### src/rx_config.svh
`ifndef RX_CONFIG_SVH
`define RX_CONFIG_SVH

// ~~~~~~~~~~~~~~~~~~~~~~~~~~~~~~
// datapath sizes
// ~~~~~~~~~~~~~~~~~~~~~~~~~~~~~~
`define RX_LANES     4   // symbols per word, lane 0 is the earliest
`define RX_CODE_W    8   // signed ADC code and equalized value
`define RX_TAPS      3   // FFE taps, tap 0 is the current symbol

`define RX_WEIGHT_W  8   // signed FFE weight
`define RX_SHIFT_W   4   // FFE arithmetic right shift
`define RX_EST_W     8   // signed channel estimate tap, code domain

// ~~~~~~~~~~~~~~~~~~~~~~~~~~~~~~
// register bus
// ~~~~~~~~~~~~~~~~~~~~~~~~~~~~~~
`define RX_WB_AW     4
`define RX_WB_DW     16

`endif

### src/rx_pkg.sv
`include "rx_config.svh"

package rx_pkg;

	// ~~~~~~~~~~~~~~~~~~~~~~~~~~~~~~
	// datapath value types
	// ~~~~~~~~~~~~~~~~~~~~~~~~~~~~~~
	typedef logic signed [`RX_CODE_W-1:0]   code_t;
	typedef logic signed [`RX_WEIGHT_W-1:0] weight_t;
	typedef logic        [`RX_SHIFT_W-1:0]  shift_t;  // shift amount is unsigned
	typedef logic signed [`RX_EST_W-1:0]    est_t;

	// ~~~~~~~~~~~~~~~~~~~~~~~~~~~~~~
	// register map and bus FSM
	// ~~~~~~~~~~~~~~~~~~~~~~~~~~~~~~
	typedef enum logic [`RX_WB_AW-1:0] {
		ADDR_W0     = 4'h0,  // weight on the current symbol
		ADDR_W1     = 4'h1,
		ADDR_W2     = 4'h2,
		ADDR_SHIFT  = 4'h3,
		ADDR_THRESH = 4'h4,
		ADDR_H0     = 4'h5,  // cursor estimate
		ADDR_H1     = 4'h6   // post-cursor estimate
	} reg_addr_e;

	typedef enum logic {
		WB_IDLE,
		WB_ACK
	} wb_state_e;

endpackage

### src/rx_if.sv
`timescale 1ns/1ps
`include "rx_config.svh"

// ~~~~~~~~~~~~~~~~~~~~~~~~~~~~~~
// coefficient set shared by all lanes
// ~~~~~~~~~~~~~~~~~~~~~~~~~~~~~~
interface coef_if;
	import rx_pkg::*;

	weight_t weights [`RX_TAPS];  // index is the tap, 0 is the current symbol
	shift_t  shift;
	code_t   thresh;
	est_t    h0;
	est_t    h1;

	modport src (output weights, shift, thresh, h0, h1);
	modport ffe_sink (input weights, shift);
	modport mlsd_sink (input thresh, h0, h1);

endinterface

// ~~~~~~~~~~~~~~~~~~~~~~~~~~~~~~
// aligned code windows
// ~~~~~~~~~~~~~~~~~~~~~~~~~~~~~~
interface code_if;
	import rx_pkg::*;

	// [lane][tap]: tap 0 is c[k], tap 1 is c[k-1], tap 2 is c[k-2]
	code_t ffe_win [`RX_LANES][`RX_TAPS];

	// entry l is c[k] of lane l, entry RX_LANES is lane 0 of the following word
	code_t mlsd_codes [`RX_LANES+1];

	modport src (output ffe_win, mlsd_codes);
	modport ffe_sink (input ffe_win);
	modport mlsd_sink (input mlsd_codes);

endinterface

### src/rx_cfg_regs.sv
`timescale 1ns/1ps
`include "rx_config.svh"

module rx_cfg_regs (
	input  logic                 clk,
	input  logic                 rstb,
	input  logic                 wb_cyc_i,
	input  logic                 wb_stb_i,
	input  logic                 wb_we_i,
	input  logic [`RX_WB_AW-1:0] wb_adr_i,
	input  logic [`RX_WB_DW-1:0] wb_dat_i,
	output logic [`RX_WB_DW-1:0] wb_dat_o,
	output logic                 wb_ack_o,
	coef_if.src                  coef
);
	import rx_pkg::*;

	wb_state_e            state;
	logic                 armed;  // stb was seen low since the last ack
	logic                 req;
	logic                 we_q;
	reg_addr_e            adr_q;
	logic [`RX_WB_DW-1:0] dat_q;
	logic [`RX_WB_DW-1:0] rd_data;

	// ~~~~~~~~~~~~~~~~~~~~~~~~~~~~~~
	// bus handshake
	// ~~~~~~~~~~~~~~~~~~~~~~~~~~~~~~
	assign req      = wb_cyc_i && wb_stb_i && armed && (state == WB_IDLE);
	assign wb_ack_o = (state == WB_ACK);

	always_ff @(posedge clk or negedge rstb) begin
		if (!rstb) begin
			state <= WB_IDLE;
			armed <= 1'b1;
		end else begin
			case (state)
				WB_IDLE: begin
					if (req) begin
						state <= WB_ACK;
					end
				end
				default: begin
					state <= WB_IDLE;  // ack lasts one cycle
				end
			endcase
			armed <= req ? 1'b0 : (armed || !wb_stb_i);
		end
	end

	// request is captured on the accept edge, so the master may drop it during ack
	always_ff @(posedge clk) begin
		if (req) begin
			we_q     <= wb_we_i;
			adr_q    <= reg_addr_e'(wb_adr_i);
			dat_q    <= wb_dat_i;
			wb_dat_o <= rd_data;
		end
	end

	// ~~~~~~~~~~~~~~~~~~~~~~~~~~~~~~
	// register file
	// ~~~~~~~~~~~~~~~~~~~~~~~~~~~~~~
	always_comb begin
		rd_data = '0;  // unknown addresses read zero
		case (reg_addr_e'(wb_adr_i))
			ADDR_W0:     rd_data[`RX_WEIGHT_W-1:0] = coef.weights[0];
			ADDR_W1:     rd_data[`RX_WEIGHT_W-1:0] = coef.weights[1];
			ADDR_W2:     rd_data[`RX_WEIGHT_W-1:0] = coef.weights[2];
			ADDR_SHIFT:  rd_data[`RX_SHIFT_W-1:0]  = coef.shift;
			ADDR_THRESH: rd_data[`RX_CODE_W-1:0]   = coef.thresh;
			ADDR_H0:     rd_data[`RX_EST_W-1:0]    = coef.h0;
			ADDR_H1:     rd_data[`RX_EST_W-1:0]    = coef.h1;
			default:     rd_data = '0;
		endcase
	end

	always_ff @(posedge clk or negedge rstb) begin
		if (!rstb) begin
			for (int t = 0; t < `RX_TAPS; t++) begin
				coef.weights[t] <= '0;
			end
			coef.shift  <= '0;
			coef.thresh <= '0;
			coef.h0     <= '0;
			coef.h1     <= '0;
		end else if (wb_ack_o && we_q) begin  // commit at the end of the ack cycle
			case (adr_q)
				ADDR_W0:     coef.weights[0] <= dat_q[`RX_WEIGHT_W-1:0];
				ADDR_W1:     coef.weights[1] <= dat_q[`RX_WEIGHT_W-1:0];
				ADDR_W2:     coef.weights[2] <= dat_q[`RX_WEIGHT_W-1:0];
				ADDR_SHIFT:  coef.shift      <= dat_q[`RX_SHIFT_W-1:0];
				ADDR_THRESH: coef.thresh     <= dat_q[`RX_CODE_W-1:0];
				ADDR_H0:     coef.h0         <= dat_q[`RX_EST_W-1:0];
				ADDR_H1:     coef.h1         <= dat_q[`RX_EST_W-1:0];
				default:     ;
			endcase
		end
	end

endmodule

### src/rx_code_history.sv
`timescale 1ns/1ps
`include "rx_config.svh"

module rx_code_history (
	input  logic                            clk,
	input  logic                            rstb,
	input  logic [`RX_LANES*`RX_CODE_W-1:0] codes_i,
	code_if.src                             codes
);
	import rx_pkg::*;

	localparam int NSYM = 2 * `RX_LANES;

	code_t cur_q  [`RX_LANES];  // word sampled on the last edge
	code_t prev_q [`RX_LANES];
	code_t dly1_q [`RX_LANES];
	code_t dly2_q [`RX_LANES];  // lines up with the tentative word under check
	code_t flat   [NSYM];

	always_ff @(posedge clk or negedge rstb) begin
		if (!rstb) begin
			cur_q  <= '{default: '0};
			prev_q <= '{default: '0};
			dly1_q <= '{default: '0};
			dly2_q <= '{default: '0};
		end else begin
			for (int l = 0; l < `RX_LANES; l++) begin
				cur_q[l] <= codes_i[l*`RX_CODE_W +: `RX_CODE_W];
			end
			prev_q <= cur_q;
			dly1_q <= prev_q;
			dly2_q <= dly1_q;
		end
	end

	// two words in symbol order, previous word first
	always_comb begin
		for (int l = 0; l < `RX_LANES; l++) begin
			flat[l]           = prev_q[l];
			flat[`RX_LANES+l] = cur_q[l];
		end
		for (int l = 0; l < `RX_LANES; l++) begin
			for (int t = 0; t < `RX_TAPS; t++) begin
				codes.ffe_win[l][t] = flat[`RX_LANES+l-t];  // early lanes reach into prev_q
			end
			codes.mlsd_codes[l] = dly2_q[l];
		end
		codes.mlsd_codes[`RX_LANES] = dly1_q[0];
	end

endmodule

### src/rx_ffe.sv
`timescale 1ns/1ps
`include "rx_config.svh"

module rx_ffe (
	input  logic          clk,
	input  logic          rstb,
	coef_if.ffe_sink      coef,
	code_if.ffe_sink      codes,
	output rx_pkg::code_t eq_o [`RX_LANES]
);
	import rx_pkg::*;

	// product width plus growth for the three-tap sum
	localparam int ACC_W  = `RX_CODE_W + `RX_WEIGHT_W + 2;
	localparam int SAT_HI = 2 ** (`RX_CODE_W - 1) - 1;
	localparam int SAT_LO = -(2 ** (`RX_CODE_W - 1));

	logic signed [ACC_W-1:0] acc     [`RX_LANES];
	logic signed [ACC_W-1:0] shifted [`RX_LANES];
	code_t                   eq_d    [`RX_LANES];

	// ~~~~~~~~~~~~~~~~~~~~~~~~~~~~~~
	// multiply, accumulate, shift
	// ~~~~~~~~~~~~~~~~~~~~~~~~~~~~~~
	always_comb begin
		for (int l = 0; l < `RX_LANES; l++) begin
			acc[l] = '0;
			for (int t = 0; t < `RX_TAPS; t++) begin
				acc[l] = acc[l] + coef.weights[t] * codes.ffe_win[l][t];  // signed, full width
			end
			shifted[l] = acc[l] >>> coef.shift;

			if (shifted[l] > SAT_HI) begin
				eq_d[l] = code_t'(SAT_HI);
			end else if (shifted[l] < SAT_LO) begin
				eq_d[l] = code_t'(SAT_LO);
			end else begin
				eq_d[l] = shifted[l][`RX_CODE_W-1:0];
			end
		end
	end

	always_ff @(posedge clk or negedge rstb) begin
		if (!rstb) begin
			eq_o <= '{default: '0};
		end else begin
			eq_o <= eq_d;
		end
	end

endmodule

### src/rx_mlsd.sv
`timescale 1ns/1ps
`include "rx_config.svh"

module rx_mlsd (
	input  logic                 clk,
	input  logic                 rstb,
	coef_if.mlsd_sink            coef,
	code_if.mlsd_sink            codes,
	input  rx_pkg::code_t        eq_i [`RX_LANES],
	output logic [`RX_LANES-1:0] bits_o
);
	import rx_pkg::*;

	// two estimate levels plus a code, with sign and headroom
	localparam int ERR_W = `RX_CODE_W + 3;

	typedef logic signed [ERR_W-1:0] err_t;

	logic [`RX_LANES-1:0] t_q;     // tentative bits of the look-ahead word
	logic [`RX_LANES-1:0] t_prev;  // tentative bits of the word under check
	logic                 t_last;  // last lane of the word before that
	logic [`RX_LANES+1:0] t_seq;
	logic [`RX_LANES-1:0] chk;
	err_t                 err0 [`RX_LANES];
	err_t                 err1 [`RX_LANES];

	// ~~~~~~~~~~~~~~~~~~~~~~~~~~~~~~
	// hypothesis error
	// ~~~~~~~~~~~~~~~~~~~~~~~~~~~~~~
	function automatic err_t level(input logic b, input est_t h);
		return b ? err_t'(h) : -err_t'(h);
	endfunction

	function automatic err_t mag(input err_t v);
		return (v < 0) ? -v : v;
	endfunction

	// b sits at k as cursor, then at k+1 as post-cursor
	function automatic err_t hyp_err(
		input logic  b,
		input logic  t_pre,
		input logic  t_nxt,
		input code_t c_k,
		input code_t c_nxt,
		input est_t  h0,
		input est_t  h1
	);
		err_t e_k;
		err_t e_nxt;
		e_k   = err_t'(c_k) - (level(b, h0) + level(t_pre, h1));
		e_nxt = err_t'(c_nxt) - (level(t_nxt, h0) + level(b, h1));
		return mag(e_k) + mag(e_nxt);
	endfunction

	// bit l+1 is t[k] of lane l, so l and l+2 are its neighbours
	assign t_seq = {t_q[0], t_prev, t_last};

	always_comb begin
		for (int l = 0; l < `RX_LANES; l++) begin
			err0[l] = hyp_err(1'b0, t_seq[l], t_seq[l+2],
				codes.mlsd_codes[l], codes.mlsd_codes[l+1], coef.h0, coef.h1);
			err1[l] = hyp_err(1'b1, t_seq[l], t_seq[l+2],
				codes.mlsd_codes[l], codes.mlsd_codes[l+1], coef.h0, coef.h1);

			if (err1[l] < err0[l]) begin
				chk[l] = 1'b1;
			end else if (err0[l] < err1[l]) begin
				chk[l] = 1'b0;
			end else begin
				chk[l] = t_seq[l+1];  // a tie keeps the slicer decision
			end
		end
	end

	// ~~~~~~~~~~~~~~~~~~~~~~~~~~~~~~
	// slicer and bit pipeline
	// ~~~~~~~~~~~~~~~~~~~~~~~~~~~~~~
	always_ff @(posedge clk or negedge rstb) begin
		if (!rstb) begin
			t_q    <= '0;
			t_prev <= '0;
			t_last <= 1'b0;
			bits_o <= '0;
		end else begin
			for (int l = 0; l < `RX_LANES; l++) begin
				t_q[l] <= (eq_i[l] >= coef.thresh);  // signed compare
			end
			t_prev <= t_q;
			t_last <= t_prev[`RX_LANES-1];
			bits_o <= chk;
		end
	end

endmodule

### src/rx_top.sv
`timescale 1ns/1ps
`include "rx_config.svh"

module rx_top (
	input  logic                            clk,
	input  logic                            rstb,
	input  logic [`RX_LANES*`RX_CODE_W-1:0] codes_i,   // lane i at bits i*8 and up

	input  logic                            wb_cyc_i,
	input  logic                            wb_stb_i,
	input  logic                            wb_we_i,
	input  logic [`RX_WB_AW-1:0]            wb_adr_i,
	input  logic [`RX_WB_DW-1:0]            wb_dat_i,
	output logic [`RX_WB_DW-1:0]            wb_dat_o,
	output logic                            wb_ack_o,

	output logic [`RX_LANES-1:0]            bits_o
);
	import rx_pkg::*;

	code_t eq [`RX_LANES];  // registered FFE output

	coef_if coef_bus ();
	code_if code_bus ();

	// ~~~~~~~~~~~~~~~~~~~~~~~~~~~~~~
	// register decode
	// ~~~~~~~~~~~~~~~~~~~~~~~~~~~~~~
	rx_cfg_regs u_cfg_regs (
		.clk      (clk),
		.rstb     (rstb),
		.wb_cyc_i (wb_cyc_i),
		.wb_stb_i (wb_stb_i),
		.wb_we_i  (wb_we_i),
		.wb_adr_i (wb_adr_i),
		.wb_dat_i (wb_dat_i),
		.wb_dat_o (wb_dat_o),
		.wb_ack_o (wb_ack_o),
		.coef     (coef_bus.src)
	);

	// ~~~~~~~~~~~~~~~~~~~~~~~~~~~~~~
	// datapath
	// ~~~~~~~~~~~~~~~~~~~~~~~~~~~~~~
	rx_code_history u_code_history (
		.clk     (clk),
		.rstb    (rstb),
		.codes_i (codes_i),
		.codes   (code_bus.src)
	);

	rx_ffe u_ffe (
		.clk   (clk),
		.rstb  (rstb),
		.coef  (coef_bus.ffe_sink),
		.codes (code_bus.ffe_sink),
		.eq_o  (eq)
	);

	rx_mlsd u_mlsd (
		.clk    (clk),
		.rstb   (rstb),
		.coef   (coef_bus.mlsd_sink),
		.codes  (code_bus.mlsd_sink),
		.eq_i   (eq),
		.bits_o (bits_o)
	);

endmodule

### config.mk
export PLATFORM = sky130hd
export DESIGN_NAME = rx_top
export DESIGN_NICKNAME = d
export VERILOG_FILES = /design/src/rx_pkg.sv /design/src/rx_if.sv /design/src/rx_cfg_regs.sv /design/src/rx_code_history.sv /design/src/rx_ffe.sv /design/src/rx_mlsd.sv /design/src/rx_top.sv
export VERILOG_INCLUDE_DIRS = /design/src
export SDC_FILE = /design/constraint.sdc
export NUM_CORES = 2
export LEC_CHECK = 0
export BUFFER_PORTS_ARGS = -buffer_cell sky130_fd_sc_hd__buf_2
export CORE_MARGIN = 10
export CORE_UTILIZATION = 55
export CTS_CLUSTER_DIAMETER = 100
export CTS_CLUSTER_SIZE = 30
export DETAILED_ROUTE_END_ITERATION = 16
export GPL_ROUTABILITY_DRIVEN = 0
export PLACE_DENSITY = 0.69
export SYNTH_ARGS = -nofsm -noshare
export SYNTH_HDL_FRONTEND = slang
export SYNTH_SLANG_ARGS = --single-unit
### constraint.sdc
create_clock -name clk -period 19 [get_ports clk]
set_clock_uncertainty 0.15 [all_clocks]
set_input_delay 3.8 -clock clk [delete_from_list [all_inputs] [get_ports clk]]
set_output_delay 3.8 -clock clk [all_outputs]
set_load 0.05 [all_outputs]
---- Word level (Yosys, flattened, before mapping) ----
Index checks and enable logic that the tools add are counted.
word-level totals
  bits of input ports ..................... 57
  ROM bits ................................ 0
  memory bits (writable) .................. 0
  memories kept ........................... 0
  word-level logic and storage cells ...... 228
  latch bits .............................. 0
  register bits after elaboration ......... 248
  output and inout port bits .............. 21
cells by class
  reduce and logical (&&, ||, !) cells .... 15
  order comparisons ....................... 36
  shift-type cells ........................ 4
  add/sub/neg operators ................... 66
  multiply operators ...................... 12
  mux-type cells .......................... 45
  divide/modulo/power cells ............... 0
  bitwise operators ....................... 1
  equal/unequal tests ..................... 12
operators with widths
  kind                   count
  $mux W11               24
  $mul A8 B8 Y16         12
  $add A11 B11 Y11       16
  $lt A11 B1 Y1 const B  16
  $neg A11 Y11           16
  $sub A8 B11 Y11        16
  $add A18 B18 Y18       8
  $lt A11 B11 Y1         8
  $gt A18 B8 Y1 const B  4
  $lt A18 B8 Y1 const B  4
  $sshr A18 B4 Y18       4
  $mux W8                8
  $add A11 B8 Y11        4
  $add A8 B11 Y11        4
  $ge A8 B8 Y1           4
  $pmux W4 S7            1
  $eq A4 B3 Y1 const B   6
  $pmux W4 S6            1
  $neg A8 Y11            2
  $eq A4 B2 Y1 const B   4
  $reduce_and A2 Y1      7
  $mux W1                11
  $eq A4 B1 Y1 const B   2
  $logic_not A4 Y1       2
  other kinds (4)        7

---- Longest topological paths before layout ----
  depth after elaboration ................. 10
  depth in mapped cells ................... 38
  mapped depth without buffers ............ 35

---- Hierarchy ----
A second synthesis with hierarchy kept.
second synthesis, totals
  cell total of the unflattened synthesis .. 7,015
  area total of the unflattened synthesis .. 65,039.9 µm²
modules (own cells, without submodules)
  module           cells an instance  instances  area each (µm²)
  rx_ffe           3,981              1          37,402.1
  rx_mlsd          2,592              1          20,412.1
  rx_code_history  232                1          3,983.8
  rx_cfg_regs      210                1          3,241.9

---- Worst setup path before layout ----
Ideal clock, no wire load.
  kind .................................... register to register
  from .................................... register u_code_history.cur_q, in the netlist u_code_history.codes.ffe_win[31]
  to ...................................... register u_ffe.eq_o[29] (netlist bit)
  setup time .............................. 0.119 ns
  cell stages (with the launch flop) ...... 32
  data arrival time ....................... 8.177 ns
  path slack .............................. 10.554 ns
  path through ............................ dfrtp_1 > clkinv_1 > clkbuf_1 > fa_1 > fa_1 > fa_1 > inv_1 > fa_1 > ha_1 > inv_1 > o21bai_1 > a21oi_1 > o21bai_1 > a21oi_1 > o21bai_1 > a21oi_1 > o21ai_0 > xnor2_1 > fa_1 > clkbuf_1 > inv_1 > ha_1 > clkbuf_1 > a2111oi_0 > a2111oi_4 > or2_2 > o211ai_1 > a2bb2oi_1 > nor4_1 > a21boi_0 > o31ai_2 > a21bo_2
RTL lines
  what                              RTL line               RTL
  start: declaration                rx_code_history.sv:14  code_t cur_q [`RX_LANES];
  start signal: indexed assignment  rx_code_history.sv:28  cur_q[l] <= codes_i[l*`RX_CODE_W +: `RX_CODE_W];
  end signal: assignment            rx_ffe.sv:47           eq_o <= eq_d;
  end: declaration                  rx_ffe.sv:9            output rx_pkg::code_t eq_o [`RX_LANES]

==> impl_metrics.tcl <==
set metrics [dict create \
    avgViaCountPerCell 5.79 \
    min_period_ns 10.26 \
    start_util 0.552 \
    cts_num_sinks 248 \
    die_y_um 364 \
    rsz0062_at_grt "false" \
    routed_wl_um 188000 \
    hp-class "reg2reg" \
    ys_types 99 \
    tns_ns 0 \
    synth_top_flop_cell "dfrtp_1" \
    die-area_mm2 0.132 \
    root_buffer "clkbuf_16" \
    synth_warnings 0 \
    fin_ws_ns 8.74 \
    grt_pass1_vias 52700 \
    htreeDepth 1 \
    ctsHoldBuffers 0 \
    worst_pin_slew_ns 1.25 \
    drt_iter0_markers 4438 \
    areaGrowthSynthToFinish_pct 4.04 \
    grt_max_degree 104 \
    cts_buffers 19 \
    num_rows 126 \
    wl_per_cell_um 20.9 \
    num_vias 52000 \
    route.detailed.drc 0 \
    ys_seq_area_frac 0.0970 \
    dpl_worst_slack_ns 9.03 \
    drv_slew 0 \
    slew_headroom 0.167 \
    grt_pass1_wl_um 297000 \
    cp_slowest_cell "dfrtp_1" \
    antenna_found_initial 12 \
    syn_area_mm2 0.0651 \
    insertion_delay_ns 0.62 \
    synth_edf_count 21 \
    postRouteAntennaNets 0 \
    hold_viol 0 \
    track_usage 0.285 \
    async_reset_ff_frac 0.915 \
    worst_setup_path_end_kind "register" \
    cts_tree "yes" \
    slowest_delay_ns 0.97 \
    pin_count 78 \
    grt_overflow 0 \
    dp_hpwl_um 149000 \
    cp-start-kind "register" \
    clk_path_buf_depth 3 \
    fin_crit_sh 0.540 \
    avgSynthCellArea_um2 8.65 \
    layout_commonest_cell "inv_1" \
    critPathArrivalTime_ns 10.62 \
    fmax_mhz 97.4 \
    worstSetupPathType "reg2reg" \
    clkTransAtPathRegs_ns 0.13 \
    status "completed" \
    setup-violations-final 0 \
    synthCells 7523 \
    fillCellCount 10500 \
    cap_violations 0 \
    mostFrequentLayoutCells "1421 x inv_1, 885 x fa_1, 740 x ha_1, 556 x nand2_1, 499 x xnor2_1" \
    crit_top_cell "fa_1" \
    coreArea_mm2 0.118 \
    synth-seq-cells 248 \
    firstDrtPassIters 6 \
    cp.required_ns 19.36 \
    post_cts_buffers 0 \
    port-buffer-count 61 \
    final_net_count 9114 \
    die_w_um 364 \
    drive_gt1_frac 0.0445 \
    cts_resized 0 \
    critPathMaxFanout 19 \
]
path summary, 6_finish.rpt:
path / from / to / slack (ns) / cells past startpoint
max: u_cfg_regs.coef.weights[10] / u_ffe.eq_o[12] / 8.74 / 32
min: u_code_history.dly1_q[3] / u_code_history.codes.mlsd_codes[11] / 0.20 / 0
max reg2reg: u_cfg_regs.coef.weights[10] / u_ffe.eq_o[12] / 8.74 / 32
min reg2reg: u_code_history.dly1_q[3] / u_code_history.codes.mlsd_codes[11] / 0.20 / 0
max in group asynchronous: rstb / u_cfg_regs.coef.shift[1] / 14.04 / 2
min in group asynchronous: rstb / u_cfg_regs.wb_ack_o / 3.09 / 1
cell type report:
cell class / instances / area [um2] / area share
clock inverter: 13 / 251 / 0.00372
timing repair buffer: 147 / 961 / 0.0142
antenna: 4 / 10.0 / 0.000148
multi-input combinational: 5590 / 52400 / 0.774
clock buffer: 20 / 479 / 0.00708
sequential: 248 / 6320 / 0.0934
tap: 1536 / 1920 / 0.0284
inverter: 1426 / 5350 / 0.0791
metal layers:
layer | track usage | vias up | part of all wire
met5 | 0 | - | 0.000069
met1 | 0.375 | 25600 | 0.41
met4 | 0.127 | 2 | 0.051
li1 | - | 23900 | -
met3 | 0.0436 | 445 | 0.084
met2 | 0.464 | 1968 | 0.46
critical path: cells and delay by family, from the launching register on:
kind                       cells  cell delay (ns)
AOI/OAI and AO/OA             12             3.38
xor gates and xnor gates       2             0.71
DFF                            1             0.97
adders and majority gates      7             3.32
muxes                          1             0.25
buffers and inverters          5             0.68
and+or+nand+nor                5             0.68
synthesized netlist by cell type (21+ instances only):
library cell | n | share of area
inv_1 | 1422 | 0.082
fa_1 | 885 | 0.27
ha_1 | 740 | 0.14
nand2_1 | 556 | 0.032
xnor2_1 | 499 | 0.067
and2_1 | 412 | 0.040
nor2_1 | 336 | 0.019
a21oi_1 | 330 | 0.025
o21ai_0 | 299 | 0.023
dfrtp_1 | 226 | 0.087
clkbuf_1 | 222 | 0.013
xor2_1 | 204 | 0.027
a21o_1 | 143 | 0.017
o21bai_1 | 138 | 0.016
nand2b_1 | 99 | 0.0095
nor2b_1 | 80 | 0.0077
mux2_2 | 67 | 0.012
nand3_1 | 63 | 0.0048
a211oi_1 | 55 | 0.0063
a31oi_1 | 50 | 0.0048
mux2i_1 | 47 | 0.0072
o21a_1 | 47 | 0.0054
o31ai_1 | 42 | 0.0048
nor3_1 | 40 | 0.0031
o211ai_1 | 32 | 0.0037
a21boi_0 | 29 | 0.0033
or3_1 | 28 | 0.0027
nand4_1 | 25 | 0.0024
nor4_1 | 25 | 0.0024
or2_2 | 25 | 0.0024
and3_1 | 24 | 0.0023
buf_1 | 24 | 0.0014
or4_1 | 22 | 0.0025
edfxtp_1 | 21 | 0.0097
registers in the layout (all words and copies together) (netlist names), 16 cells and up:
register / cells
u_cfg_regs.coef.weights: 24
u_code_history.codes.ffe_win: 48
u_code_history.codes.mlsd_codes: 40
u_code_history.dly1_q: 24
u_code_history.flat: 16
u_ffe.eq_o: 32
kinds of logic after synthesis:
family	count (synthesis)	synth area share
AND/OR/NAND/NOR	1789	0.138
buffers and inverters	1692	0.0984
adder cells (fa/ha/maj)	1625	0.415
AO/OA/AOI/OAI	1337	0.134
XOR/XNOR	707	0.0958
flip-flops	248	0.0970
multiplexers	124	0.0223
other	1	0.0000576
per-stage QoR:
stage	hold WS (ns)	cell area [um2]	instances	utilization
after detailed placement	0.185	66900	8947	0.568
after global placement	0.182	66900	8947	0.568
after floorplan	0.181	65100	7530	-
after global routing	0.215	67700	8980	0.575
final	0.199	67700	8984	0.575
after CTS	0.198	67700	8980	0.575
Power is left out: the tool's default activity adds up to more than one toggle a clock period on the data nets, which glitch-free logic cannot reach.
